==> src/source/cam_video_pkg.sv <==
package cam_video_pkg;

    ////////////////////
    // bus and pixel types
    ////////////////////
    typedef logic [7:0]  cam_byte_t;   // one camera bus byte
    typedef logic [15:0] rgb565_t;     // camera order {b5, g6, r5}
    typedef logic [7:0]  colour8_t;    // one output channel

    // line phase of the display timing
    typedef enum logic [1:0]
    {
        TS_ACTIVE      = 2'd0,         // visible pixels
        TS_FRONT_BLANK = 2'd1,
        TS_SYNC        = 2'd2,         // hs asserted
        TS_BACK_BLANK  = 2'd3
    } timing_state_t;

    ////////////////////
    // 720p defaults
    ////////////////////
    localparam int DEF_H_ACTIVE = 1280;
    localparam int DEF_H_FRONT  = 110;
    localparam int DEF_H_SYNC   = 40;
    localparam int DEF_H_BACK   = 220;
    localparam int DEF_V_ACTIVE = 720;
    localparam int DEF_V_FRONT  = 5;
    localparam int DEF_V_SYNC   = 5;
    localparam int DEF_V_BACK   = 20;

    localparam int DEF_FIFO_DEPTH       = 2048;       // pixels
    localparam int DEF_STARTUP_CYCLES   = 10000;      // power-on hold
    localparam int DEF_HEARTBEAT_CYCLES = 33000000;   // half period

endpackage

==> src/source/video_timing_gen.sv <==
module video_timing_gen
#(
    parameter int H_ACTIVE = cam_video_pkg::DEF_H_ACTIVE,
    parameter int H_FRONT  = cam_video_pkg::DEF_H_FRONT,
    parameter int H_SYNC   = cam_video_pkg::DEF_H_SYNC,
    parameter int H_BACK   = cam_video_pkg::DEF_H_BACK,
    parameter int V_ACTIVE = cam_video_pkg::DEF_V_ACTIVE,
    parameter int V_FRONT  = cam_video_pkg::DEF_V_FRONT,
    parameter int V_SYNC   = cam_video_pkg::DEF_V_SYNC,
    parameter int V_BACK   = cam_video_pkg::DEF_V_BACK
)
(
    input  logic core_clk,
    input  logic arst_n_i,
    input  logic enable_i,
    output logic active_req_o,
    output logic hs_o,
    output logic vs_o
);

    localparam int H_TOTAL = H_ACTIVE + H_FRONT + H_SYNC + H_BACK;
    localparam int V_TOTAL = V_ACTIVE + V_FRONT + V_SYNC + V_BACK;
    localparam int HW      = $clog2(H_TOTAL);
    localparam int VW      = $clog2(V_TOTAL);

    cam_video_pkg::timing_state_t h_state;
    logic [HW-1:0]                h_cnt;       // position inside the phase
    logic [HW-1:0]                h_last;
    logic [VW-1:0]                v_cnt;       // line number
    logic                         run_q;
    logic                         line_end;

    always_comb
    begin
        case (h_state)
            cam_video_pkg::TS_ACTIVE:      h_last = HW'(H_ACTIVE - 1);
            cam_video_pkg::TS_FRONT_BLANK: h_last = HW'(H_FRONT - 1);
            cam_video_pkg::TS_SYNC:        h_last = HW'(H_SYNC - 1);
            default:                       h_last = HW'(H_BACK - 1);
        endcase
    end

    assign line_end = (h_state == cam_video_pkg::TS_BACK_BLANK) && (h_cnt == h_last);

    always_ff @(posedge core_clk or negedge arst_n_i)
    begin
        if (!arst_n_i)
        begin
            run_q   <= 1'b0;
            h_state <= cam_video_pkg::TS_ACTIVE;
            h_cnt   <= '0;
            v_cnt   <= '0;
        end
        else if (!enable_i)
        begin
            run_q   <= 1'b0;                                   // parked at line 0, pixel 0
            h_state <= cam_video_pkg::TS_ACTIVE;
            h_cnt   <= '0;
            v_cnt   <= '0;
        end
        else
        begin
            run_q <= 1'b1;
            if (run_q)
            begin
                if (h_cnt == h_last)
                begin
                    h_cnt <= '0;
                    case (h_state)                             // next phase
                        cam_video_pkg::TS_ACTIVE:      h_state <= cam_video_pkg::TS_FRONT_BLANK;
                        cam_video_pkg::TS_FRONT_BLANK: h_state <= cam_video_pkg::TS_SYNC;
                        cam_video_pkg::TS_SYNC:        h_state <= cam_video_pkg::TS_BACK_BLANK;
                        default:                       h_state <= cam_video_pkg::TS_ACTIVE;
                    endcase
                end
                else
                    h_cnt <= h_cnt + 1'b1;
                if (line_end)
                    v_cnt <= (v_cnt == VW'(V_TOTAL - 1)) ? '0 : v_cnt + 1'b1;
            end
        end
    end

    assign active_req_o = run_q && (h_state == cam_video_pkg::TS_ACTIVE)
                          && (v_cnt < VW'(V_ACTIVE));
    assign hs_o         = run_q && (h_state == cam_video_pkg::TS_SYNC);
    assign vs_o         = run_q && (v_cnt >= VW'(V_ACTIVE + V_FRONT))
                          && (v_cnt < VW'(V_ACTIVE + V_FRONT + V_SYNC));

endmodule

==> config.mk <==
export PLATFORM = sky130hd
export DESIGN_NAME = video_timing_gen
export DESIGN_NICKNAME = d
export VERILOG_FILES = /design/src/source/cam_video_pkg.sv /design/src/source/video_timing_gen.sv
export SDC_FILE = /design/constraint.sdc
export NUM_CORES = 1
export LEC_CHECK = 0
export ABC_AREA = 1
export BUFFER_PORTS_ARGS = -buffer_cell sky130_fd_sc_hd__buf_2
export CORE_ASPECT_RATIO = 1.5
export CORE_MARGIN = 1
export CORE_UTILIZATION = 55
export DETAILED_ROUTE_END_ITERATION = 7
export PLACE_DENSITY = 0.72
export SLEW_MARGIN = 20
export SYNTH_ARGS = -nofsm -noshare
export SYNTH_HDL_FRONTEND = slang
export SYNTH_SLANG_ARGS = --single-unit
export TNS_END_PERCENT = 20
==> constraint.sdc <==
create_clock -name core_clk -period 5 [get_ports core_clk]
set_input_delay 0.25 -clock core_clk [delete_from_list [all_inputs] [get_ports core_clk]]
set_output_delay 0.25 -clock core_clk [all_outputs]
set_load 0.01 [all_outputs]
[Yosys cells after proc, flatten, opt, wreduce, memory -nomap -nowiden]
Index checks and enable logic that the tools add are counted.
W data, S select, Z words.
Operators by class
  $add $sub $neg: 2
  $mul: 0
  div/mod/pow operators: 0
  magnitude comparators: 3
  equal/unequal tests: 8
  shift operators: 0
  muxes and demuxes: 13
  bitwise operators: 0
  reduce and logical (&&, ||, !) cells: 9
Operators by type and width (count)
  $mux W10: 4
  $mux W11: 3
  $pmux W11 S3: 1
  $lt A10 B10 Y1 const B: 2
  $add A11 B1 Y11 const B: 1
  $eq A11 B11 Y1: 1
  $add A10 B1 Y10 const B: 1
  $eq A10 B10 Y1 const B: 1
  $ge A10 B10 Y1 const B: 1
  $logic_and A1 B1 Y1: 6
  $mux W2: 3
  $ne A2 B1 Y1 const B: 3
  $pmux W2 S3: 1
  $eq A2 B2 Y1 const B: 2
  $reduce_and A2 Y1: 2
  $eq A2 B1 Y1 const B: 1
  $logic_not A2 Y1: 1
  $mux W1: 1
Storage, ports and cells
  bits in registers: 24
  latch bits: 0
  memory bits (writable): 0
  ROM bits: 0
  bits of input ports: 3
  output and inout port bits: 3
  logic and storage cells: 39
  memories kept: 0

[Longest topological paths before layout]
  depth in word-level cells: 7
  depth in mapped cells: 12

[Least setup slack after synthesis]
OpenSTA, ideal clock, no wires.
  path type: register to register
  start point: reg h_state[0]
  end point: reg h_cnt[5]
  arrival time: 1.576 ns
  data required time: 4.881 ns
  slack: 3.305 ns
  cell stages (with the launch flop): 12
  path through: dfrtp_1 inv_1 ha_1 nand2_1 inv_1 nor2_1 nand2_1 nor2_2 nand2_2 nand2_4 nand2_2 and2_1
Between the ends
  word-level cells in the longest chain between the ends: 6
  elaborated cells on any way between the ends: 8
Ends and longest elaborated chain
  start: declaration: line video_timing_gen.sv:26  | cam_video_pkg::timing_state_t h_state;
  start signal: assignment: line video_timing_gen.sv:50  | h_state <= cam_video_pkg::TS_ACTIVE;
  start signal: assignment: line video_timing_gen.sv:57  | h_state <= cam_video_pkg::TS_ACTIVE;
  start signal: assignment: line video_timing_gen.sv:70  | cam_video_pkg::TS_ACTIVE: h_state <= cam_video_pkg::TS_FRONT_BLANK;
  $eq A2 B2 Y1 (tied with other cells): line video_timing_gen.sv:35  | case (h_state)
  $pmux W11 S3 (*): line video_timing_gen.sv:35
  $eq A11 B11 Y1 (*): line video_timing_gen.sv:66  | if (h_cnt == h_last)
  $mux W11 (*): line video_timing_gen.sv:66
  $mux W11 (*): line video_timing_gen.sv:64  | if (run_q)
  $mux W11 (*): line video_timing_gen.sv:54  | else if (!enable_i)
  end signal: assignment: line video_timing_gen.sv:77  | h_cnt <= h_cnt + 1'b1;
  end: declaration: line video_timing_gen.sv:27  | logic [HW-1:0] h_cnt;
Mark *: on every way between the ends. The rest lies on a longest branch, timed or not. The select of a mux whose other input is x is not followed.
A chain may end at the register's enable or synchronous reset.

[Worst setup path after layout]
Ends and elaborated chain as after synthesis.

==> impl_metrics.env <==
export IMPL_ant_nets=0
export IMPL_synth_adder_area_share_pct=7.44
export IMPL_netlist_top_cell_by_area="dfrtp_1"
export IMPL_die_area_um2=3290
export IMPL_crit_type="reg2reg"
export IMPL_cts_root_buf="clkbuf_8"
export IMPL_viasPerCell=5.31
export IMPL_setup_viol_count_final=0
export IMPL_max_cap_viol_count=0
export IMPL_syn_nets=245
export IMPL_p_sw_uw=149
export IMPL_route_detailed_drc=0
export IMPL_netlist_instances=232
export IMPL_drive_gt1_share_pct=8.47
export IMPL_p_int_uw=352
export IMPL_design_area_um2=1800
export IMPL_cts_resized=0
export IMPL_routedWlPerCell_um=13.5
export IMPL_slew_viol_final=0
export IMPL_synth_compound_area_share_pct=5.73
export IMPL_synth_simple_area_share_pct=35.2
export IMPL_grt_max_degree=26
export IMPL_fin_nets=250
export IMPL_clock_latency_ps=270
export IMPL_synthDistinctLibCells=25
export IMPL_final_hold_violation_count=0
export IMPL_ys_warn_count=0
export IMPL_ys_seq_elements=24
export IMPL_syn_area_um2=1680
export IMPL_cp_start_kind="register"
export IMPL_critPathArrivalTime_ps=2160
export IMPL_leakagePower_nw=0.901
export IMPL_max_freq_mhz=501
export IMPL_drt_first_pass_iters=4
export IMPL_totalNegativeSetupSlack_ps=0
export IMPL_cp_max_fo=18
export IMPL_drtIter0Drc=52
export IMPL_yosys_area_share_xor_xnor_pct=7.29
export IMPL_area_delta_synth_final_pct=6.85
export IMPL_yosysMostFrequentCell="nand2_1"
export IMPL_grt_overflow=0
export IMPL_required_ps=5160
export IMPL_core_um2=2910
export IMPL_fin_util_pct=61.7
export IMPL_finalWirelength_um=3700
export IMPL_gr_usage_all_layers_pct=27.2
export IMPL_port_buffers=5
export IMPL_ir_drop_v=0.000243
export IMPL_start_util_pct=57.7
export IMPL_io_pins=6
export IMPL_synthTopCellsByCount="64 x nand2_1, 29 x nor2_1, 25 x inv_1, 24 x dfrtp_1, 15 x nand4_1"
export IMPL_fin_crit_ps=2000
export IMPL_relSlewSlack_pct=63.5
export IMPL_endpoint_kind="register"
export IMPL_clk_pin_slew_ps=90
export IMPL_synth_area_top_cells="dfrtp_1 36%, nand2_1 14%, ha_1 7.4%"
export IMPL_finClkSkew_ps=1.01
export IMPL_vias=1459
export IMPL_htree_levels=1
export IMPL_yosys_most_used_dff="dfrtp_1"
export IMPL_rsz0062_at_grt="no"
export IMPL_yosysTopAreaCellShare_pct=35.7
export IMPL_worst_slew_pin_slew_ps=547
export IMPL_antenna_found_initial=0
export IMPL_synth_edff_count=0
export IMPL_synthArstFlopShare_pct=100
export IMPL_combPwrFrac_pct=21.0
export IMPL_hpwl_um=2720
export IMPL_synth_mux_area_share_pct=0
export IMPL_dp_cells=270
export IMPL_power_per_cell_area_nw_per_um2=279
export IMPL_die_x_um=47.1
export IMPL_p_clk_share_pct=34.0
export IMPL_synth_top_family_by_area="simple AND/OR/NAND/NOR gates"
export IMPL_ys_seq_area_share_pct=35.7
export IMPL_placedInstanceArea_um2=1720
export IMPL_status="completed"
export IMPL_pwr_share_seq_pct=45.0
export IMPL_hold_slack_ps=200
export IMPL_cts_buffers=3
export IMPL_fillCellCount=304
export IMPL_die_y_um=69.7
export IMPL_clockBufferDepth=2
export IMPL_rows=24
export IMPL_cts_setup_buffers=0
export IMPL_num_antenna_cells=0
export IMPL_synth_avg_cell_area_um2=7.25
export IMPL_fin_crit_sh_pct=40.0
export IMPL_cts_tree="built"
export IMPL_gp_congestion=0.870
export IMPL_hp_class="in2reg"
export IMPL_grt_pass1_wl_um=6480
export IMPL_grt_pass1_vias=1455
export IMPL_switching_share_pct=29.8
export IMPL_cts_hold_buf=1
export IMPL_stdcell_count=275
export IMPL_clock_sink_count=24
[area by class of cell]
class | instances | area [µm²] | share of cell area, %
Clock inverter | 1 | 30.0 | 1.67
Inverter | 28 | 105 | 5.85
Sequential cell | 24 | 601 | 33.4
Clock buffer | 3 | 41.3 | 2.30
Tap cell | 39 | 48.8 | 2.72
Multi-Input combinational cell | 174 | 936 | 52.1
Timing Repair Buffer | 6 | 35.0 | 1.95
[metal layers]
layer	vias up	share of wire (%)	track usage, %
li1	742	-	-
met1	675	39	33.0
met2	30	55	45.2
met3	12	2.2	3.39
met4	0	3.3	12.7
met5	-	0	0
[power by group through the flow]
stage / Clock, mW / Sequential [mW] / Combinational [mW]
after floorplan: 0 / 0.222 / 0.0852
after global placement: 0 / 0.228 / 0.103
after detailed placement: 0 / 0.229 / 0.106
after CTS: 0.174 / 0.226 / 0.107
after global routing: 0.181 / 0.228 / 0.126
final: 0.170 / 0.226 / 0.106
[sequential cells by signal, indices dropped and copies added (netlist names)]
register and cells:
h_cnt 11, v_cnt 10, run_q 1, h_state 2
[cell families after synthesis]
| kind of cell | Yosys count |
|---|---|
| buffers and inverters | 34 |
| adders and majority gates | 10 |
| and+or+nand+nor | 132 |
| xor gates and xnor gates | 14 |
| DFF | 24 |
| AOI/OAI and AO/OA | 18 |
[critical path: stages (launching register included)]
cell and delay [ps]:
dfrtp_1 440, inv_1 110, ha_1 360, nand2_1 80, inv_1 40, nor2_1 80
nand2_1 70, nor2_2 110, nand2_2 80, nand2_4 180, nand2_2 150, and2_1 180
[metrics by stage]
stage                     setup slack (ps)  total power, mW
after floorplan                       3310            0.307
after global placement                3070            0.331
final                                 3000            0.502
after global routing                  2840            0.535
after CTS                             3000            0.507
after detailed placement              3010            0.335
[final timing paths]
path                            startpoint         to  slack [ps]  cells past startpoint
worst min register to register    v_cnt[4]   v_cnt[4]         550                      2
worst max register to register  h_state[0]   h_cnt[5]        3000                     11
min in group asynchronous         arst_n_i   h_cnt[2]         490                      2
worst max-delay path            h_state[0]   h_cnt[5]        3000                     11
max in group asynchronous         arst_n_i  h_cnt[10]        4150                      2
worst min-delay path              enable_i      run_q         200                      1
[cells in the final DEF (no fill, tap or decap), drive strengths merged]
cell type	count
nand4	15
nand3	15
and3	1
o21ai	7
o21bai	1
dfrtp	24
a21oi	8
and2	1
buf	5
inv	28
a31oi	1
or2	1
clkbuf	3
bufinv	1
nand2	67
nor2	32
xnor2	4
ha	10
dlygate4sd3	1
a211oi	1
xor2	10
(Power assumes the default switching activity.)
