### config.mk
export PLATFORM = sky130hd
export DESIGN_NAME = cam_byte_packer
export DESIGN_NICKNAME = d
export VERILOG_FILES = /design/src/source/cam_video_pkg.sv /design/src/source/cam_byte_packer.sv
export SDC_FILE = /design/constraint.sdc
export NUM_CORES = 1
export LEC_CHECK = 0
export BUFFER_PORTS_ARGS = -buffer_cell sky130_fd_sc_hd__buf_2
export CAP_MARGIN = 20
export CORE_MARGIN = 5
export CORE_UTILIZATION = 40
export CTS_CLUSTER_DIAMETER = 60
export DETAILED_ROUTE_END_ITERATION = 8
export SYNTH_ARGS = -nofsm -noshare
export SYNTH_HDL_FRONTEND = slang
export SYNTH_SLANG_ARGS = --single-unit
### constraint.sdc
create_clock -name core_clk -period 2.68 [get_ports core_clk]
set_clock_uncertainty 0.2 [all_clocks]
set_input_delay 0.804 -clock core_clk [delete_from_list [all_inputs] [get_ports core_clk]]
set_output_delay 0.804 -clock core_clk [all_outputs]
set_load 0.05 [all_outputs]
### src/source/cam_video_pkg.sv
package cam_video_pkg;

    ////////////////////
    // bus and pixel types
    ////////////////////
    typedef logic [7:0]  cam_byte_t;   // one camera bus byte
    typedef logic [15:0] rgb565_t;     // camera order {b5, g6, r5}
    typedef logic [7:0]  colour8_t;    // one output channel

    // line phase of the display timing
    typedef enum logic [1:0]
    {
        TS_ACTIVE      = 2'd0,         // visible pixels
        TS_FRONT_BLANK = 2'd1,
        TS_SYNC        = 2'd2,         // hs asserted
        TS_BACK_BLANK  = 2'd3
    } timing_state_t;

    ////////////////////
    // 720p defaults
    ////////////////////
    localparam int DEF_H_ACTIVE = 1280;
    localparam int DEF_H_FRONT  = 110;
    localparam int DEF_H_SYNC   = 40;
    localparam int DEF_H_BACK   = 220;
    localparam int DEF_V_ACTIVE = 720;
    localparam int DEF_V_FRONT  = 5;
    localparam int DEF_V_SYNC   = 5;
    localparam int DEF_V_BACK   = 20;

    localparam int DEF_FIFO_DEPTH       = 2048;       // pixels
    localparam int DEF_STARTUP_CYCLES   = 10000;      // power-on hold
    localparam int DEF_HEARTBEAT_CYCLES = 33000000;   // half period

endpackage

### src/source/cam_byte_packer.sv
module cam_byte_packer
(
    input  logic                     core_clk,
    input  logic                     arst_n_i,
    input  cam_video_pkg::cam_byte_t cam_data_i,     // changes on falling edge
    input  logic                     cam_href_i,
    input  logic                     cam_vsync_i,
    input  logic                     pix_ready_i,
    output logic                     pix_valid_o,
    output cam_video_pkg::rgb565_t   pix_data_o,
    output logic                     overflow_o
);

    cam_video_pkg::cam_byte_t data_q;     // registered camera byte
    cam_video_pkg::cam_byte_t hi_byte_q;  // waiting for its partner
    logic                     href_q;
    logic                     vsync_q;
    logic                     phase_q;    // 1 = high byte held

    ////////////////////
    // input register
    ////////////////////
    always_ff @(posedge core_clk or negedge arst_n_i)
    begin
        if (!arst_n_i)
        begin
            href_q  <= 1'b0;
            vsync_q <= 1'b0;
        end
        else
        begin
            href_q  <= cam_href_i;
            vsync_q <= cam_vsync_i;
        end
    end

    always_ff @(posedge core_clk)
    begin
        data_q <= cam_data_i;
    end

    ////////////////////
    // byte pairing
    ////////////////////
    always_ff @(posedge core_clk or negedge arst_n_i)
    begin
        if (!arst_n_i)
        begin
            phase_q     <= 1'b0;
            pix_valid_o <= 1'b0;
        end
        else
        begin
            pix_valid_o <= 1'b0;                               // single-cycle strobe
            if (vsync_q || !href_q)
                phase_q <= 1'b0;                               // realign on blanking
            else if (!phase_q)
                phase_q <= 1'b1;                               // high byte taken
            else
            begin
                phase_q     <= 1'b0;
                pix_valid_o <= 1'b1;                           // word complete
            end
        end
    end

    always_ff @(posedge core_clk)
    begin
        if (href_q && !vsync_q)
        begin
            if (!phase_q)
                hi_byte_q <= data_q;                           // high byte first
            else
                pix_data_o <= {hi_byte_q, data_q};
        end
    end

    // camera can't stall so a refused word is lost
    always_ff @(posedge core_clk or negedge arst_n_i)
    begin
        if (!arst_n_i)
            overflow_o <= 1'b0;
        else if (pix_valid_o && !pix_ready_i)
            overflow_o <= 1'b1;                                // sticky until reset
    end

endmodule

Word-level counts from Yosys, hierarchy flattened
Cells that the tools add are included.
Cells by class
  multiplexer cells: 4
  bitwise logic cells: 1
  reductions and logical operators: 8
Operators with widths (count)
  $mux 1: 4
  $reduce_and 2->1: 2
  $logic_not 1->1: 3
  $logic_and 1x1->1: 2
  $logic_or 1x1->1: 1
  $not 1->1: 1
Storage, ports and cells
  bits in registers: 37
  bits of input ports: 13
  output and inout port bits: 18
  word-level logic and storage cells: 21

Depth between registers and ports, before layout
Gate-level depths: netlist (run 1).
  depth in word-level cells: 3
  mapped depth: 2
  mapped depth without buffers: 2

Worst setup path after synthesis (run 1)
No wires, ideal clock.
  kind: reg2out
  start: reg overflow_o
  end: out overflow_o
  data arrival time: 0.601 ns
  data required time: 1.676 ns
  path slack: 1.075 ns
  cell stages (with the launch flop): 1
  path buffers: 0
  cell sequence: dfrtp_1
RTL lines
  start: declaration: RTL line cam_byte_packer.sv:11  | output logic overflow_o
  start signal: assignment: RTL line cam_byte_packer.sv:82  | overflow_o <= 1'b0;
  start signal: assignment: RTL line cam_byte_packer.sv:84  | overflow_o <= 1'b1;
No word-level cell between the ends.

Final worst setup path (run 1)
  start: reg overflow_o
  end: out overflow_o
No word-level cell between the ends.

==> results.py, run 1 <==
metrics = {
    "critical_path": {
        "worstPathRequired_ns": 1.68,
        "cpPeakStageDelay_ns": 0.36,
        "slowest_stage": "dfrtp_1",
        "cp-end-kind": "output pin",
        "cp-start-kind": "register",
        "ff2ff_setup_slack_ns": 1.02,
        "r2r_start": "vsync_q",
        "path_delay_family": "flip-flops",
        "worstRegToRegCells": 1,
        "r2r_end": "pix_data_o[9]",
        "worstSetupPathType": "reg2out",
        "crit_buf_inv": 1,
        "cp_data_arrival_time_ns": 0.94,
        "cp_max_fo": 2,
        "crit_chain": "buf_2",
    },
    "sta": {
        "min_period_ns": 1.947,
        "finalCritPeriodShare": 0.7266,
        "fin_setup_tns_ns": 0,
        "tightest_slew_ns": 0.7339,
        "grt_setup_unrepaired": "false",
        "slew_viol_final": 0,
        "setup_violations": 0,
        "slew_headroom": 0.5107,
        "hold_viol": 0,
        "setup_ws_ns": 0.7327,
        "max_freq_mhz": 513.5,
    },
    "global_routing": {
        "antenna_found_initial": 0,
        "grt.total_usage": 0.09379,
        "first_global_vias": 482,
        "grt_pass1_wl_um": 2228,
        "grt_max_degree": 18,
        "overflow": 0,
    },
    "floorplan": {
        "initial_core_util": 0.4192,
        "row_count": 18,
        "die_area_um2": 3716,
        "pin_count": 31,
        "core-area_um2": 2477,
        "die_w_um": 60.96,
        "die_y_um": 60.96,
    },
    "job": {
        "maxCapViolCount": 0,
    },
    "power": {
        "irDropWorstVdd_mv": 0.4386,
        "power_leakage_nw": 0.5131,
        "power_density_nw_per_um2": 749.2,
    },
    "routing": {
        "wl_met3_um": 143,
        "drc_errors": 0,
        "viasPerCell": 4.358,
        "via_count": 475,
        "drt_iter0_drc": 6,
        "wl_per_cell_um": 13.31,
        "top_layer_used": "met4",
        "dr_wl_met2_um": 705,
        "ant_nets": 0,
        "wirelength_um": 1451,
        "dr.pass1.iters": 2,
        "wirelength_met1_um": 572,
    },
    "logic_synthesis": {
        "synth_commonest_cells": "edfxtp_1, dfxtp_1, dfrtp_1",
        "netlist_instances": 41,
        "synth_top_area_cell": "edfxtp_1",
        "yosysMostFrequentCell": "edfxtp_1",
        "synth.avg_cell_area_um2": 25.33,
        "synth_seq_cells": 37,
        "async_flop_share": 0.1351,
        "ys.flop_type": "edfxtp_1",
        "syn-num-nets": 54,
        "ys_types": 7,
        "netlist_area_um2": 1038,
        "ys_seq_area_frac": 0.9687,
        "yosys.area.top_type_share": 0.6940,
        "synth_edf_count": 24,
        "netlist_top_cells_area": "edfxtp_1, dfxtp_1, dfrtp_1, nor3b_2, and3b_1",
        "yosysWarningCount": 0,
    },
    "cts": {
        "tritoncts_num_sinks": 37,
        "htreeDepth": 2,
        "path_clk_slew_ns": 0.10,
        "holdBufCountCts": 0,
        "cts_root_buffer": "clkbuf_4",
        "cts_buffer_depth": 2,
        "cts_resized": 0,
        "clk_latency_ns": 0.33,
        "post-cts-setup-buffer-count": 0,
        "cts_tree": "done",
        "cts_inserted_buffers": 5,
    },
    "run_status": {
        "run_status": "complete, no violations",
    },
    "final_layout": {
        "syn_to_final_growth_pct": 23.49,
        "antenna_cells": 0,
        "nets": 91,
        "layout-drive-gt1-share": 0.4810,
    },
    "placed_design": {
        "port_buffers": 30,
        "gp_congestion": 0.6244,
        "pre_cts_slack_ns": 1.003,
    },
    "worst_hold_path": {
        "holdCritPathClass": "in2async",
    },
}
[where the power goes]
group | internal (mW) | switching (mW)
sequential | 0.630 | 0.00838
combinational | 0.0137 | 0.0367
clock | 0.102 | 0.170
[state kept, by name, summed over array words and instances (netlist names)]
signal / count
data_q: 8
hi_byte_q: 8
href_q: 1
overflow_o: 1
phase_q: 1
pix_data_o: 16
pix_valid_o: 1
vsync_q: 1
[through the flow]
stage | instance area [um^2] | utilization | hold slack (ns) | power, mW | instances
after floorplan | 1039 | - | 0.2003 | 0.6811 | 41
after global placement | 1226 | 0.4949 | 0.2013 | 0.7002 | 101
after detailed placement | 1226 | 0.4949 | 0.2074 | 0.7025 | 101
after CTS | 1282 | 0.5177 | 0.05536 | 0.9731 | 109
after global routing | 1282 | 0.5177 | 0.04813 | 1.009 | 109
final | 1282 | 0.5177 | 0.06774 | 0.9608 | 109
[layout make-up]
cell class | instances | area (um^2)
clock buffers | 6 | 41.29
repair buffers | 30 | 150.1
inverters | 1 | 3.754
multi-input cells | 3 | 28.78
fillers | 225 | 1195
well taps | 30 | 37.54
clock inverters | 2 | 15.01
flip-flops and latches | 37 | 1006
[layer usage]
metal | track usage | vias to the layer above
met5 | 0 | -
met4 | 0.08359 | 0
met3 | 0.05319 | 4
met2 | 0.1344 | 24
met1 | 0.09709 | 223
li1 | - | 224
[layout by cell type, fill, tap and decap left out]
| master | count |
|---|---|
| buf_2 | 30 |
| clkbuf_1 | 1 |
| clkbuf_4 | 5 |
| dfrtp_1 | 5 |
| inv_1 | 1 |
| clkinvlp_4 | 2 |
| dfxtp_1 | 8 |
| edfxtp_1 | 24 |
| nor3b_2 | 1 |
| a21o_1 | 1 |
| and3b_1 | 1 |
[kinds of logic (layout without fill, tap and decap cells)]
group | after synthesis | in the layout | share of synthesized area
AND/OR/NAND/NOR | 2 | 2 | 0.02048
flip-flops | 37 | 37 | 0.9687
AO/OA/AOI/OAI | 1 | 1 | 0.007232
buffers and inverters | 1 | 39 | 0.003611
[how the worst max path moves through the flow]
stage	depth (start not counted)	to	startpoint	slack (ns)
finish	1	overflow_o	overflow_o	0.73
global route	1	pix_data_o[7]	pix_data_o[7]	0.66
CTS	1	overflow_o	overflow_o	0.71
detailed placement	1	pix_data_o[6]	vsync_q	1.00
global placement	1	pix_data_o[2]	vsync_q	1.04
floorplan	0	overflow_o	overflow_o	1.07
No activity file was read; power rests on OpenSTA's default activity.
==> inputs of run 2 (changes only) <==
--- a/config.mk
+++ b/config.mk
@@ -11,6 +11,7 @@
 export CORE_UTILIZATION = 40
 export CTS_CLUSTER_DIAMETER = 60
 export DETAILED_ROUTE_END_ITERATION = 8
+export PLACE_DENSITY = 0.67
 export SYNTH_ARGS = -nofsm -noshare
 export SYNTH_HDL_FRONTEND = slang
 export SYNTH_SLANG_ARGS = --single-unit
==> constraint.sdc (replaced) <==
create_clock -name core_clk -period 1.7 [get_ports core_clk]
set_clock_uncertainty 0.2 [all_clocks]
set_input_delay 0.51 -clock core_clk [delete_from_list [all_inputs] [get_ports core_clk]]
set_output_delay 0.51 -clock core_clk [all_outputs]
set_load 0.05 [all_outputs]
==> results.py, run 2 (synthesized netlist as in run 1, its figures left out) <==
metrics = {
    "critical_path": {
        "crit_buf_inv": 1,
        "cp-end-kind": "output pin",
        "cp-start-kind": "register",
        "cpPeakStageDelay_ns": 0.36,
        "path_delay_family": "flip-flops",
        "cp_max_fo": 2,
        "r2r_start": "vsync_q",
        "cp_data_arrival_time_ns": 0.94,
        "worstSetupPathType": "reg2out",
        "worstPathRequired_ns": 0.99,
        "slowest_stage": "dfrtp_1",
        "crit_chain": "buf_2",
        "startpoint": "overflow_o",
    },
    "floorplan": {
        "die_w_um": 60.96,
        "pin_count": 31,
        "initial_core_util": 0.4192,
        "die_y_um": 60.96,
        "die_area_um2": 3716,
        "core-area_um2": 2477,
        "row_count": 18,
    },
    "sta": {
        "tightest_slew_ns": 0.2523,
        "slew_headroom": 0.8330,
        "max_freq_mhz": 605.0,
        "setup_violations": 0,
        "setup_ws_ns": 0.04698,
        "min_period_ns": 1.653,
        "slew_viol_final": 0,
        "hold_viol": 0,
        "grt_setup_unrepaired": "false",
        "fin_setup_tns_ns": 0,
        "finalCritPeriodShare": 0.9724,
    },
    "final_layout": {
        "syn_to_final_growth_pct": 26.75,
        "nets": 94,
        "antenna_cells": 0,
        "final_cell_mix": "buf_2, edfxtp_1, dfxtp_1",
        "fill_cells": 218,
        "top_regs": "pix_data_o (16), data_q (8), hi_byte_q (8)",
        "top_register": "pix_data_o",
        "layout-drive-gt1-share": 0.4756,
        "layout_commonest_cell": "buf_2",
        "largest_reg_flops": 16,
    },
    "placed_design": {
        "post-dp-hpwl_um": 969.1,
        "port_buffers": 30,
        "gp_congestion": 0.5862,
        "pre_cts_slack_ns": 0.4018,
    },
    "routing": {
        "wl_per_cell_um": 12.70,
        "drt_iter0_drc": 12,
        "via_count": 457,
        "dr_wl_met2_um": 671,
        "wirelength_met1_um": 528,
        "wl_met3_um": 180,
        "viasPerCell": 4.080,
        "dr.pass1.iters": 4,
        "drc_errors": 0,
        "wirelength_um": 1422,
        "ant_nets": 0,
        "top_layer_used": "met4",
    },
    "power": {
        "irDropWorstVdd_mv": 0.6082,
        "power_density_nw_per_um2": 1133,
        "power_leakage_nw": 0.5357,
        "p_total_mw": 1.492,
    },
    "global_routing": {
        "antenna_found_initial": 0,
        "grt.total_usage": 0.08766,
        "grt_max_degree": 18,
        "overflow": 0,
        "grt_pass1_wl_um": 2028,
        "first_global_vias": 426,
    },
    "worst_hold_path": {
        "hp-start": "cam_data_i[2]",
        "holdCritPathClass": "in2reg",
    },
    "cts": {
        "post-cts-setup-buffer-count": 0,
        "cts_inserted_buffers": 5,
        "cts_buffer_depth": 2,
        "tritoncts_num_sinks": 37,
        "cts_tree": "done",
        "path_clk_slew_ns": 0.10,
        "htreeDepth": 2,
        "cts_root_buffer": "clkbuf_4",
        "clk_latency_ns": 0.32,
    },
    "run_status": {
        "run_status": "complete, no violations",
    },
    "job": {
        "maxCapViolCount": 0,
    },
}
## run 2: cell types whose count changed in the layout (fill, tap and decap cells not counted), sizes merged
| cell | change |
|---|---|
| buf | +1 |
| clkinv | +3 |
| clkinvlp | -2 |
| dlygate4sd3 | +1 |
## run 2: metrics by stage
| stage | std cells | hold slack (ns) | instance area [um^2] | util |
|---|---|---|---|---|
| global placement | 103 | 0.1200 | 1254 | 0.5061 |
| detailed placement | 103 | 0.1259 | 1254 | 0.5061 |
| CTS | 112 | 0.05627 | 1314 | 0.5303 |
| global route | 112 | 0.04498 | 1316 | 0.5313 |
| floorplan | 41 | 0.01441 | 1039 | - |
| finish | 112 | 0.07581 | 1316 | 0.5313 |
## run 2: what timing repair did
| action | CTS | global route |
|---|---|---|
| hold buffers | 1 | 0 |
| gates resized for setup | 0 | 1 |
| setup endpoints to repair | 0 | 1 |
| hold endpoints to repair | 5 | 0 |
## run 2: power by group
part           switching (mW)  leakage (nW)  total [mW]  internal (mW)
Clock                   0.252        0.0300       0.401          0.149
Combinational          0.0597         0.158      0.0868         0.0271
Sequential             0.0122         0.348        1.00          0.992
## run 2: metal layers
metal	up-vias	global-route usage
met2	24	0.1282
met1	199	0.08078
met3	4	0.05745
met4	0	0.08359
li1	230	-
met5	-	0
## run 2: worst paths after layout
path | end | slack [ns] | depth (start not counted)
setup / recovery | overflow_o | 0.05 | 1
hold / removal | data_q[2] | 0.08 | 1
setup reg to reg | pix_data_o[9] | 0.39 | 2
hold reg to reg | pix_data_o[11] | 0.23 | 0
max in group asynchronous | phase_q | 0.84 | 2
min in group asynchronous | overflow_o | 0.33 | 2
## run 2: final cells by class
type | instances | area, um^2 | share of cell area
Clock buffer | 5 | 37.54 | 0.02852
Inverter | 1 | 3.754 | 0.002852
Multi-Input combinational cell | 3 | 28.78 | 0.02186
Tap cell | 30 | 37.54 | 0.02852
Timing Repair Buffer | 33 | 190.2 | 0.1445
Clock inverter | 3 | 12.51 | 0.009506
Sequential cell | 37 | 1006 | 0.7643
## run 2: worst register-to-register path: stages (launching register included)
cell and delay (ns):
dfrtp_1 0.41, and3b_1 0.26, buf_12 0.16
