--- config.mk ---
export PLATFORM = sky130hd
export DESIGN_NAME = rgb_out_stage
export DESIGN_NICKNAME = d
export VERILOG_FILES = /design/src/source/cam_video_pkg.sv /design/src/source/rgb_out_stage.sv
export SDC_FILE = /design/constraint.sdc
export NUM_CORES = 1
export LEC_CHECK = 0
export BUFFER_PORTS_ARGS = -buffer_cell sky130_fd_sc_hd__buf_2
export CORE_MARGIN = 1
export CORE_UTILIZATION = 34
export CTS_CLUSTER_DIAMETER = 50
export CTS_CLUSTER_SIZE = 10
export DETAILED_ROUTE_END_ITERATION = 10
export PLACE_DENSITY = 0.72
export SLEW_MARGIN = 30
export SYNTH_ARGS = -nofsm -noshare
export SYNTH_HDL_FRONTEND = slang
export SYNTH_SLANG_ARGS = --single-unit
--- constraint.sdc ---
create_clock -name core_clk -period 0.8 [get_ports core_clk]
set_input_delay 0.16 -clock core_clk [delete_from_list [all_inputs] [get_ports core_clk]]
set_output_delay 0.16 -clock core_clk [all_outputs]
set_load 0.01 [all_outputs]
--- src/source/cam_video_pkg.sv ---
package cam_video_pkg;

    ////////////////////
    // bus and pixel types
    ////////////////////
    typedef logic [7:0]  cam_byte_t;   // one camera bus byte
    typedef logic [15:0] rgb565_t;     // camera order {b5, g6, r5}
    typedef logic [7:0]  colour8_t;    // one output channel

    // line phase of the display timing
    typedef enum logic [1:0]
    {
        TS_ACTIVE      = 2'd0,         // visible pixels
        TS_FRONT_BLANK = 2'd1,
        TS_SYNC        = 2'd2,         // hs asserted
        TS_BACK_BLANK  = 2'd3
    } timing_state_t;

    ////////////////////
    // 720p defaults
    ////////////////////
    localparam int DEF_H_ACTIVE = 1280;
    localparam int DEF_H_FRONT  = 110;
    localparam int DEF_H_SYNC   = 40;
    localparam int DEF_H_BACK   = 220;
    localparam int DEF_V_ACTIVE = 720;
    localparam int DEF_V_FRONT  = 5;
    localparam int DEF_V_SYNC   = 5;
    localparam int DEF_V_BACK   = 20;

    localparam int DEF_FIFO_DEPTH       = 2048;       // pixels
    localparam int DEF_STARTUP_CYCLES   = 10000;      // power-on hold
    localparam int DEF_HEARTBEAT_CYCLES = 33000000;   // half period

endpackage

--- src/source/rgb_out_stage.sv ---
module rgb_out_stage
(
    input  logic                    core_clk,
    input  logic                    arst_n_i,
    input  logic                    active_i,       // also the fifo pop request
    input  logic                    hs_i,
    input  logic                    vs_i,
    input  logic                    pix_valid_i,
    input  cam_video_pkg::rgb565_t  pix_data_i,     // camera order {b, g, r}
    output logic                    de_o,
    output logic                    hs_o,
    output logic                    vs_o,
    output cam_video_pkg::colour8_t r_o,
    output cam_video_pkg::colour8_t g_o,
    output cam_video_pkg::colour8_t b_o
);

    logic show_pix;                                  // pixel present at an active slot

    assign show_pix = active_i && pix_valid_i;

    always_ff @(posedge core_clk or negedge arst_n_i)
    begin
        if (!arst_n_i)
        begin
            de_o <= 1'b0;
            hs_o <= 1'b0;
            vs_o <= 1'b0;
            r_o  <= '0;
            g_o  <= '0;
            b_o  <= '0;
        end
        else
        begin
            de_o <= active_i;                        // one cycle behind the timing
            hs_o <= hs_i;
            vs_o <= vs_i;
            r_o  <= show_pix ? {pix_data_i[4:0], 3'b000} : '0;     // low field is red
            g_o  <= show_pix ? {pix_data_i[10:5], 2'b00} : '0;
            b_o  <= show_pix ? {pix_data_i[15:11], 3'b000} : '0;   // black on underrun
        end
    end

endmodule

# Word level (Yosys, flattened, before mapping)
# Cells that the tools add are included.
# op_classes
mux	3
reduce_logical	1
# ops
op	n
$mux W8	3
$logic_and A1 B1 Y1	1
# totals
reg_bits	27
in_bits	22
out_inout_bits	27

# Logic depth before layout (Yosys ltp)
# Gate-level depths: netlist of run 1.
# logic_depth
depth_word	2
mapped_depth	2
depth_no_buf	1

# Least setup slack after synthesis of run 1
# No wires, ideal clock.
# synth_path
kind	input to register
from	input pix_valid_i
to	register b_o[3]
arrival_ps	437
required_time_ps	680
slack_ps	243
path_stages	2
path_buffers	1
cell_sequence	buf_4 and3_1
# synth_via
elab_chain_len	2
# synth_lines
element	line_no	source
start: declaration	rgb_out_stage.sv:8	input logic pix_valid_i,
$logic_and A1 B1 Y1	rgb_out_stage.sv:20	assign show_pix = active_i && pix_valid_i;
$mux W8	rgb_out_stage.sv:40	b_o <= show_pix ? {pix_data_i[15:11], 3'b000} : '0;
end signal: assignment	rgb_out_stage.sv:40	
end: declaration	rgb_out_stage.sv:15	output cam_video_pkg::colour8_t b_o
# No other way between the ends.

# Final worst setup path of run 1
# layout_path
from	register r_o[5]
to	output r_o[5]
# layout_lines
element	line_no	source
start: declaration	rgb_out_stage.sv:13	output cam_video_pkg::colour8_t r_o,
start signal: assignment	rgb_out_stage.sv:38	r_o <= show_pix ? {pix_data_i[4:0], 3'b000} : '0;
# No word-level cell between the ends.

==> results of run 1 <==
## registers in the layout, indices dropped and copies added, names as in the netlist
signal	cells
b_o	5
vs_o	1
hs_o	1
g_o	6
r_o	5
de_o	1
## power by group through the flow
stage,Combinational (W),Clock [W],Sequential [W]
finish,0.000192,0.000447,0.00101
global route,0.000218,0.000501,0.00101
CTS,0.000191,0.000475,0.00101
floorplan,0.0000812,0,0.00105
detailed placement,0.000180,0,0.00102
global placement,0.000177,0,0.00102
## layout by cell type (no fill, tap or decap)
master	synthesis	final
and3_1	14	14
dfrtp_1	19	19
dlygate4sd3_1	0	3
and3_2	2	2
conb_1	1	8
buf_2	0	38
buf_6	1	2
clkbuf_4	0	3
clkbuf_1	0	1
## cell type report
| cell class | count | area share (%) |
|---|---|---|
| multi-input combinational | 24 | 14.6 |
| tap | 25 | 3.44 |
| clock buffer | 4 | 2.89 |
| timing repair buffer | 43 | 26.7 |
| sequential | 19 | 52.3 |
## Yosys cell counts, drive strengths merged
cell	n	area, um2
conb	1	3.75
buf	10	78.8
and3	16	103
dfrtp	19	475
## worst paths after layout
check | start | slack [ns] | endpoint | cells after the start
setup / recovery | r_o[5] | -0.16 | r_o[5] | 1
hold / removal | pix_data_i[1] | 0.10 | r_o[4] | 2
max in group asynchronous | arst_n_i | 0.20 | g_o[7] | 2
min in group asynchronous | arst_n_i | 0.32 | b_o[4] | 2
## per-stage QoR
step	setup WS (ns)	area, um2
final	-0.160	908
after global routing	-0.197	908
after CTS	-0.181	896
after detailed placement	0.112	840
after global placement	0.124	840
after floorplan	0.243	687
## routing by layer
layer | part of all wire (%) | global-route usage [%]
met1 | 42 | 12.7
met2 | 45 | 18.0
met3 | 11 | 3.14
met4 | 1.8 | 10.6
met5 | 0 | 0
## what timing repair did
action                                  in CTS  in global routing
endpoints found under the setup margin      19                 19
hold buffers                                 3                  0
gates resized for setup                      0                  2
hold endpoints to repair                    21                  0
## cells by family (layout without fill, tap and decap cells)
| family | after synthesis | after routing | synth area share [%] |
|---|---|---|---|
| flip-flops | 19 | 19 | 72.0 |
| buffers and inverters | 10 | 47 | 11.9 |
| AND/OR/NAND/NOR | 16 | 16 | 15.5 |
| other | 1 | 8 | 0.568 |
==> flow_summary.ini, run 1 <==
[routing]
firstDrtPassIters = 2
wire_per_inst_um = 10.1
vias = 467
ant_nets = 0
routed_wl_mm = 1.16
viasPerCell = 4.06
drt_first_iter_violations = 5
drc_errors = 0

[final_layout]
multi_input_area_um2 = 133
final.fill_count = 169
regArea_um2 = 475
utilization_pct = 50.9
diodes = 0
final_cell_count_no_fill = 115
area_delta_synth_final_pct = 37.5
drive_gt1_share_pct = 50.0
nNetsFinal = 113

[placed_design]
place_inst = 108
place_congestion = 0.598
io_buffers = 40

[worst_setup_path]
path_class = reg -> out
crit_fanout = 1
critPathCaptureType = output pin
crit_buf_inv = 1
cp-start-kind = flop
cp.arrival_ns = 0.80
slowest_delay_ns = 0.38
cp_top_family = flip-flops
path_cells = buf_2
critPathSlowestCell = dfrtp_1
cp.required_ns = 0.64

[floorplan]
dieHeight_um = 46.1
core.rowCount = 15
io_pins = 49
die_w_um = 46.1
start_util_pct = 37.1
dieArea_mm2 = 0.00212
coreArea_mm2 = 0.00178

[pwr]
clock_power_share_pct = 27.2
intPower_w = 0.00128
leakage_nw = 0.572
combPwrFrac_pct = 11.7
p_sw_w = 0.000363
power_density_mw_per_mm2 = 1810
p_sw_share_pct = 22.1
totalPowerFinal_w = 0.00165
vdd_drop_max_mv = 0.776
power_frac_seq_pct = 61.1

[sta]
worst_slack_ns = -0.160
maxSlewViolCount = 0
finalHoldViolCount = 0
hold_ws_ns = 0.100
setup_viol = 19
fmax_ghz = 1.04
grt_setup_unrepaired = yes
fin_setup_tns_ns = -2.63
post-route-period-util_pct = 120
min_period_ns = 0.960

[min_path]
hold_path_class = in -> reg

[logic_synthesis]
synth_cell_type_count = 6
yosysSeqAreaShare_pct = 72.0
ys_ff_latch = 19
ys_warn_count = 0
syn_inst = 46
syn-cell-area_um2 = 661
avgSynthCellArea_um2 = 14.4

[global_route]
grt.total_usage_pct = 11.6
grt_pass1_vias = 375
grt_max_degree = 20
grt_antenna_before_repair = 0
grt.overflow.total = 0
grt_pass1_wl_mm = 1.63

[clock_tree]
numCtsBuffers = 3
cts.repair_timing.setup_buffer_count = 0
cts.clk_slew.worst_paths_ns = 0.10
cts-root-buf = clkbuf_4
cts_sinks = 19
cts_max_level = 1
clockBufferDepth = 2
cts_tree = built

[status]
status = finished, violations left
violations = setup timing

[job]
max_cap_viol_count = 0
(Power assumes the default switching activity.)
==> run 2, diff against run 1 <==
==> constraint.sdc (replaced) <==
create_clock -name core_clk -period 0.8 [get_ports core_clk]
set_input_delay 0.2 -clock core_clk [delete_from_list [all_inputs] [get_ports core_clk]]
set_output_delay 0.2 -clock core_clk [all_outputs]
set_load 0.01 [all_outputs]
==> flow_summary.ini, run 2 (synthesis gave the netlist of run 1 again) <==
[status]
status = finished, violations left
violations = setup timing

[worst_setup_path]
critPathSlowestCell = dfrtp_1
slowest_delay_ns = 0.38
path_cells = buf_2
critPathCaptureType = output pin
cp.arrival_ns = 0.80
crit_fanout = 1
cp_num_cells = 1
path_class = reg -> out
crit_buf_inv = 1
cp-start-kind = flop
cp_top_family = flip-flops
cp.required_ns = 0.60

[routing]
viasPerCell = 4.13
wl_met2_um = 571
drc_errors = 0
firstDrtPassIters = 2
vias = 471
routed_wl_mm = 1.18
wl_met3_um = 127
wire_per_inst_um = 10.3
wl_met1_um = 467
drt_first_iter_violations = 5
dr.max_layer_used = met4
ant_nets = 0

[floorplan]
io_pins = 49
dieHeight_um = 46.1
core.rowCount = 15
coreArea_mm2 = 0.00178
dieArea_mm2 = 0.00212
die_w_um = 46.1
start_util_pct = 37.1

[placed_design]
place_inst = 108
placed_cell_area_um2 = 840
place_congestion = 0.598
io_buffers = 40

[job]
max_cap_viol_count = 0

[global_route]
grt_pass1_vias = 384
grt_pass1_wl_mm = 1.67
grt.overflow.total = 0
grt_max_degree = 20
grt_antenna_before_repair = 0
grt.total_usage_pct = 11.8

[min_path]
hold_start = vs_i
hold_end = vs_o
worstHoldPathCells = 1
hold_path_class = in -> reg

[sta]
fin_setup_tns_ns = -3.41
maxSlewViolCount = 0
min_period_ns = 0.996
grt_setup_unrepaired = yes
post-route-period-util_pct = 125
fmax_ghz = 1.00
setup_viol = 19
finalHoldViolCount = 0
worst_slack_ns = -0.196

[clock_tree]
cts.clk_slew.worst_paths_ns = 0.09
cts_tree = built
cts_max_level = 1
cts_sinks = 19
cts-root-buf = clkbuf_4
numCtsBuffers = 3
clockBufferDepth = 2
cts.repair_timing.setup_buffer_count = 0

[final_layout]
reg_top3 = g_o: 6 flops, b_o: 5 flops, r_o: 5 flops
drive_gt1_share_pct = 50.6
final_cell_count_no_fill = 114
design_area_um2 = 898
final.fill_count = 181
final_common_cell = buf_2
top_register = g_o
area_delta_synth_final_pct = 36.0
final_cell_mix = buf_2 (38), dfrtp_1 (19), and3_1 (14)
utilization_pct = 50.4
largest_register_ffs = 6
nNetsFinal = 112
diodes = 0

[pwr]
power_density_mw_per_mm2 = 1830
leakage_nw = 0.567
vdd_drop_max_mv = 0.694
==> run 2: cell types whose count changed in the layout (fill, tap and decap cells not counted) <==
cell | before | now
dlygate4sd3_1 | 3 | 2
==> run 2: power by group <==
part / total, W / switching (W) / internal (W)
combinational: 0.000190 / 0.000102 / 0.0000883
sequential: 0.00101 / 0.00000893 / 0.000997
clock: 0.000446 / 0.000253 / 0.000193
total: 0.00164 / 0.000364 / 0.00128
==> run 2: stage by stage <==
stage                     power [W]  hold slack, ns  setup slack, ns
after floorplan             0.00113         -0.0956            0.203
after global placement      0.00120           0.141           0.0839
after detailed placement    0.00121           0.151           0.0714
after CTS                   0.00166         0.00780           -0.211
after global routing        0.00174         0.00120           -0.242
final                       0.00164          0.0216           -0.196
==> run 2: worst max path at each step <==
stage / from / end / slack (ns)
floorplan: pix_valid_i / b_o[3] / 0.20
global placement: active_i / g_o[7] / 0.08
detailed placement: active_i / g_o[7] / 0.07
CTS: g_o[2] / g_o[2] / -0.21
global route: hs_o / hs_o / -0.24
finish: r_o[5] / r_o[5] / -0.20
==> run 2: final cells by class <==
cell class,instances,area (um2),share of cell area [%]
multi-input cells,24,133,14.8
clock buffers,4,26.3,2.92
well taps,25,31.3,3.48
repair buffers,42,233,25.9
flip-flops and latches,19,475,52.9
==> run 2: per-layer routing <==
metal | global-route usage (%) | up-vias
met1 | 14.0 | 213
met5 | 0 | -
met2 | 17.5 | 32
met3 | 5.10 | 4
li1 | - | 222
met4 | 7.06 | 0
==> run 2: timing repair <==
item                                   in CTS  in global routing
endpoints found under the hold margin      19                  1
setup endpoints to repair                  19                 19
gates resized for setup                     0                  2
hold buffers                                1                  1
==> run 3, diff against run 2 <==
--- a/config.mk
+++ b/config.mk
@@ -6,12 +6,14 @@
 export NUM_CORES = 1
 export LEC_CHECK = 0
 export BUFFER_PORTS_ARGS = -buffer_cell sky130_fd_sc_hd__buf_2
+export CELL_PAD_IN_SITES_DETAIL_PLACEMENT = 2
+export CELL_PAD_IN_SITES_GLOBAL_PLACEMENT = 2
 export CORE_MARGIN = 1
-export CORE_UTILIZATION = 34
+export CORE_UTILIZATION = 20
 export CTS_CLUSTER_DIAMETER = 50
 export CTS_CLUSTER_SIZE = 10
 export DETAILED_ROUTE_END_ITERATION = 10
-export PLACE_DENSITY = 0.72
+export PLACE_DENSITY_LB_ADDON = 0.1
 export SLEW_MARGIN = 30
 export SYNTH_ARGS = -nofsm -noshare
 export SYNTH_HDL_FRONTEND = slang
==> flow_summary.ini, run 3 (synthesis gave the netlist of run 1 again) <==
[status]
status = finished, violations left
violations = setup timing

[sta]
grt_setup_unrepaired = yes
post-route-period-util_pct = 125
setup_viol = 19
min_period_ns = 1.00
fmax_ghz = 0.998
worst_slack_ns = -0.202
maxSlewViolCount = 0
finalHoldViolCount = 0

[worst_setup_path]
critPathCaptureType = output pin
critPathSlowestCell = dfrtp_1
crit_fanout = 1
path_class = reg -> out
path_cells = buf_6
cp.arrival_ns = 0.80
cp_top_family = flip-flops
cp-start-kind = flop
slowest_delay_ns = 0.39
crit_buf_inv = 1
cp.required_ns = 0.60

[global_route]
grt_antenna_before_repair = 0
grt.overflow.total = 0
grt_pass1_vias = 542
grt.total_usage_pct = 9.16
grt_pass1_wl_mm = 2.37
grt_max_degree = 20

[clock_tree]
cts_sinks = 19
cts.clk_slew.worst_paths_ns = 0.11
cts.repair_timing.setup_buffer_count = 0
cts_max_level = 1
clockBufferDepth = 2
numCtsBuffers = 3
cts-root-buf = clkbuf_4
cts_tree = built

[final_layout]
final_common_cell = buf_2
final.fill_count = 357
regArea_um2 = 475
largest_register_ffs = 6
area_delta_synth_final_pct = 40.9
final_cell_count_no_fill = 132
multi_input_area_um2 = 133
reg_top3 = g_o: 6 flops, b_o: 5 flops, r_o: 5 flops
nNetsFinal = 111
diodes = 0
top_register = g_o
final_cell_mix = buf_2 (35), dfrtp_1 (19), and3_1 (14)
drive_gt1_share_pct = 51.1
utilization_pct = 30.0

[routing]
firstDrtPassIters = 3
drt_first_iter_violations = 20
vias = 495
drc_errors = 0
routed_wl_mm = 1.50
viasPerCell = 3.75
wl_met3_um = 135
wl_met1_um = 498
wire_per_inst_um = 11.4
ant_nets = 0
dr.max_layer_used = met4
wl_met2_um = 845

[job]
max_cap_viol_count = 0

[floorplan]
dieHeight_um = 59.5
io_pins = 49
coreArea_mm2 = 0.00310
start_util_pct = 21.3
core.rowCount = 20
dieArea_mm2 = 0.00354
die_w_um = 59.5

[pwr]
leakage_nw = 0.566
totalPowerFinal_w = 0.00168
power_density_mw_per_mm2 = 1800
vdd_drop_max_mv = 0.293

[placed_design]
place.detailed.hpwl_mm = 1.09
place_inst = 127
place_congestion = 0.700
io_buffers = 40

[min_path]
hold_path_class = in -> reg
-- run 3: cell count changes in the layout (fill, tap and decap cells not counted) --
cell,change
buf_2,-3
dlygate4sd3_1,-1
buf_6,+3
-- run 3: repair_timing --
item                                    4_1_cts  5_1_grt
endpoints found under the setup margin       19       19
pin swaps                                     0        0
hold buffers                                  1        0
endpoints found under the hold margin        19        0
gates resized for setup                       2        3
-- run 3: power by group --
group | switching [W] | internal (W) | total [W]
Combinational | 0.000108 | 0.0000917 | 0.000199
Sequential | 0.0000100 | 0.000997 | 0.00101
Clock | 0.000275 | 0.000194 | 0.000468
Total | 0.000393 | 0.00128 | 0.00168
-- run 3: layer usage --
metal	up-vias	global-route usage, %
met2	28	18.0
li1	219	-
met5	-	0
met1	246	8.58
met3	2	1.97
met4	0	5.10
-- run 3: layout make-up --
type | count | area share, %
tap | 44 | 5.91
clock buffer | 4 | 2.82
timing repair buffer | 41 | 25.9
multi-input combinational | 24 | 14.2
sequential | 19 | 51.1
-- run 3: worst paths after layout --
kind / start / end / slack (ns) / cells after the start
max: g_o[4] / g_o[4] / -0.20 / 1
min: vs_i / vs_o / 0.02 / 1
max in group asynchronous: arst_n_i / r_o[4] / 0.12 / 2
min in group asynchronous: arst_n_i / r_o[6] / 0.38 / 2
-- run 3: through the flow --
stage | setup slack (ns) | hold slack (ns) | instance area (um2) | setup TNS (ns)
finish | -0.202 | 0.0190 | 931 | -3.59
global route | -0.242 | 0.00751 | 931 | -4.31
CTS | -0.218 | 0.00315 | 912 | -3.96
detailed placement | 0.0397 | 0.163 | 863 | 0
global placement | 0.0613 | 0.163 | 863 | 0
floorplan | 0.203 | -0.0956 | 687 | 0
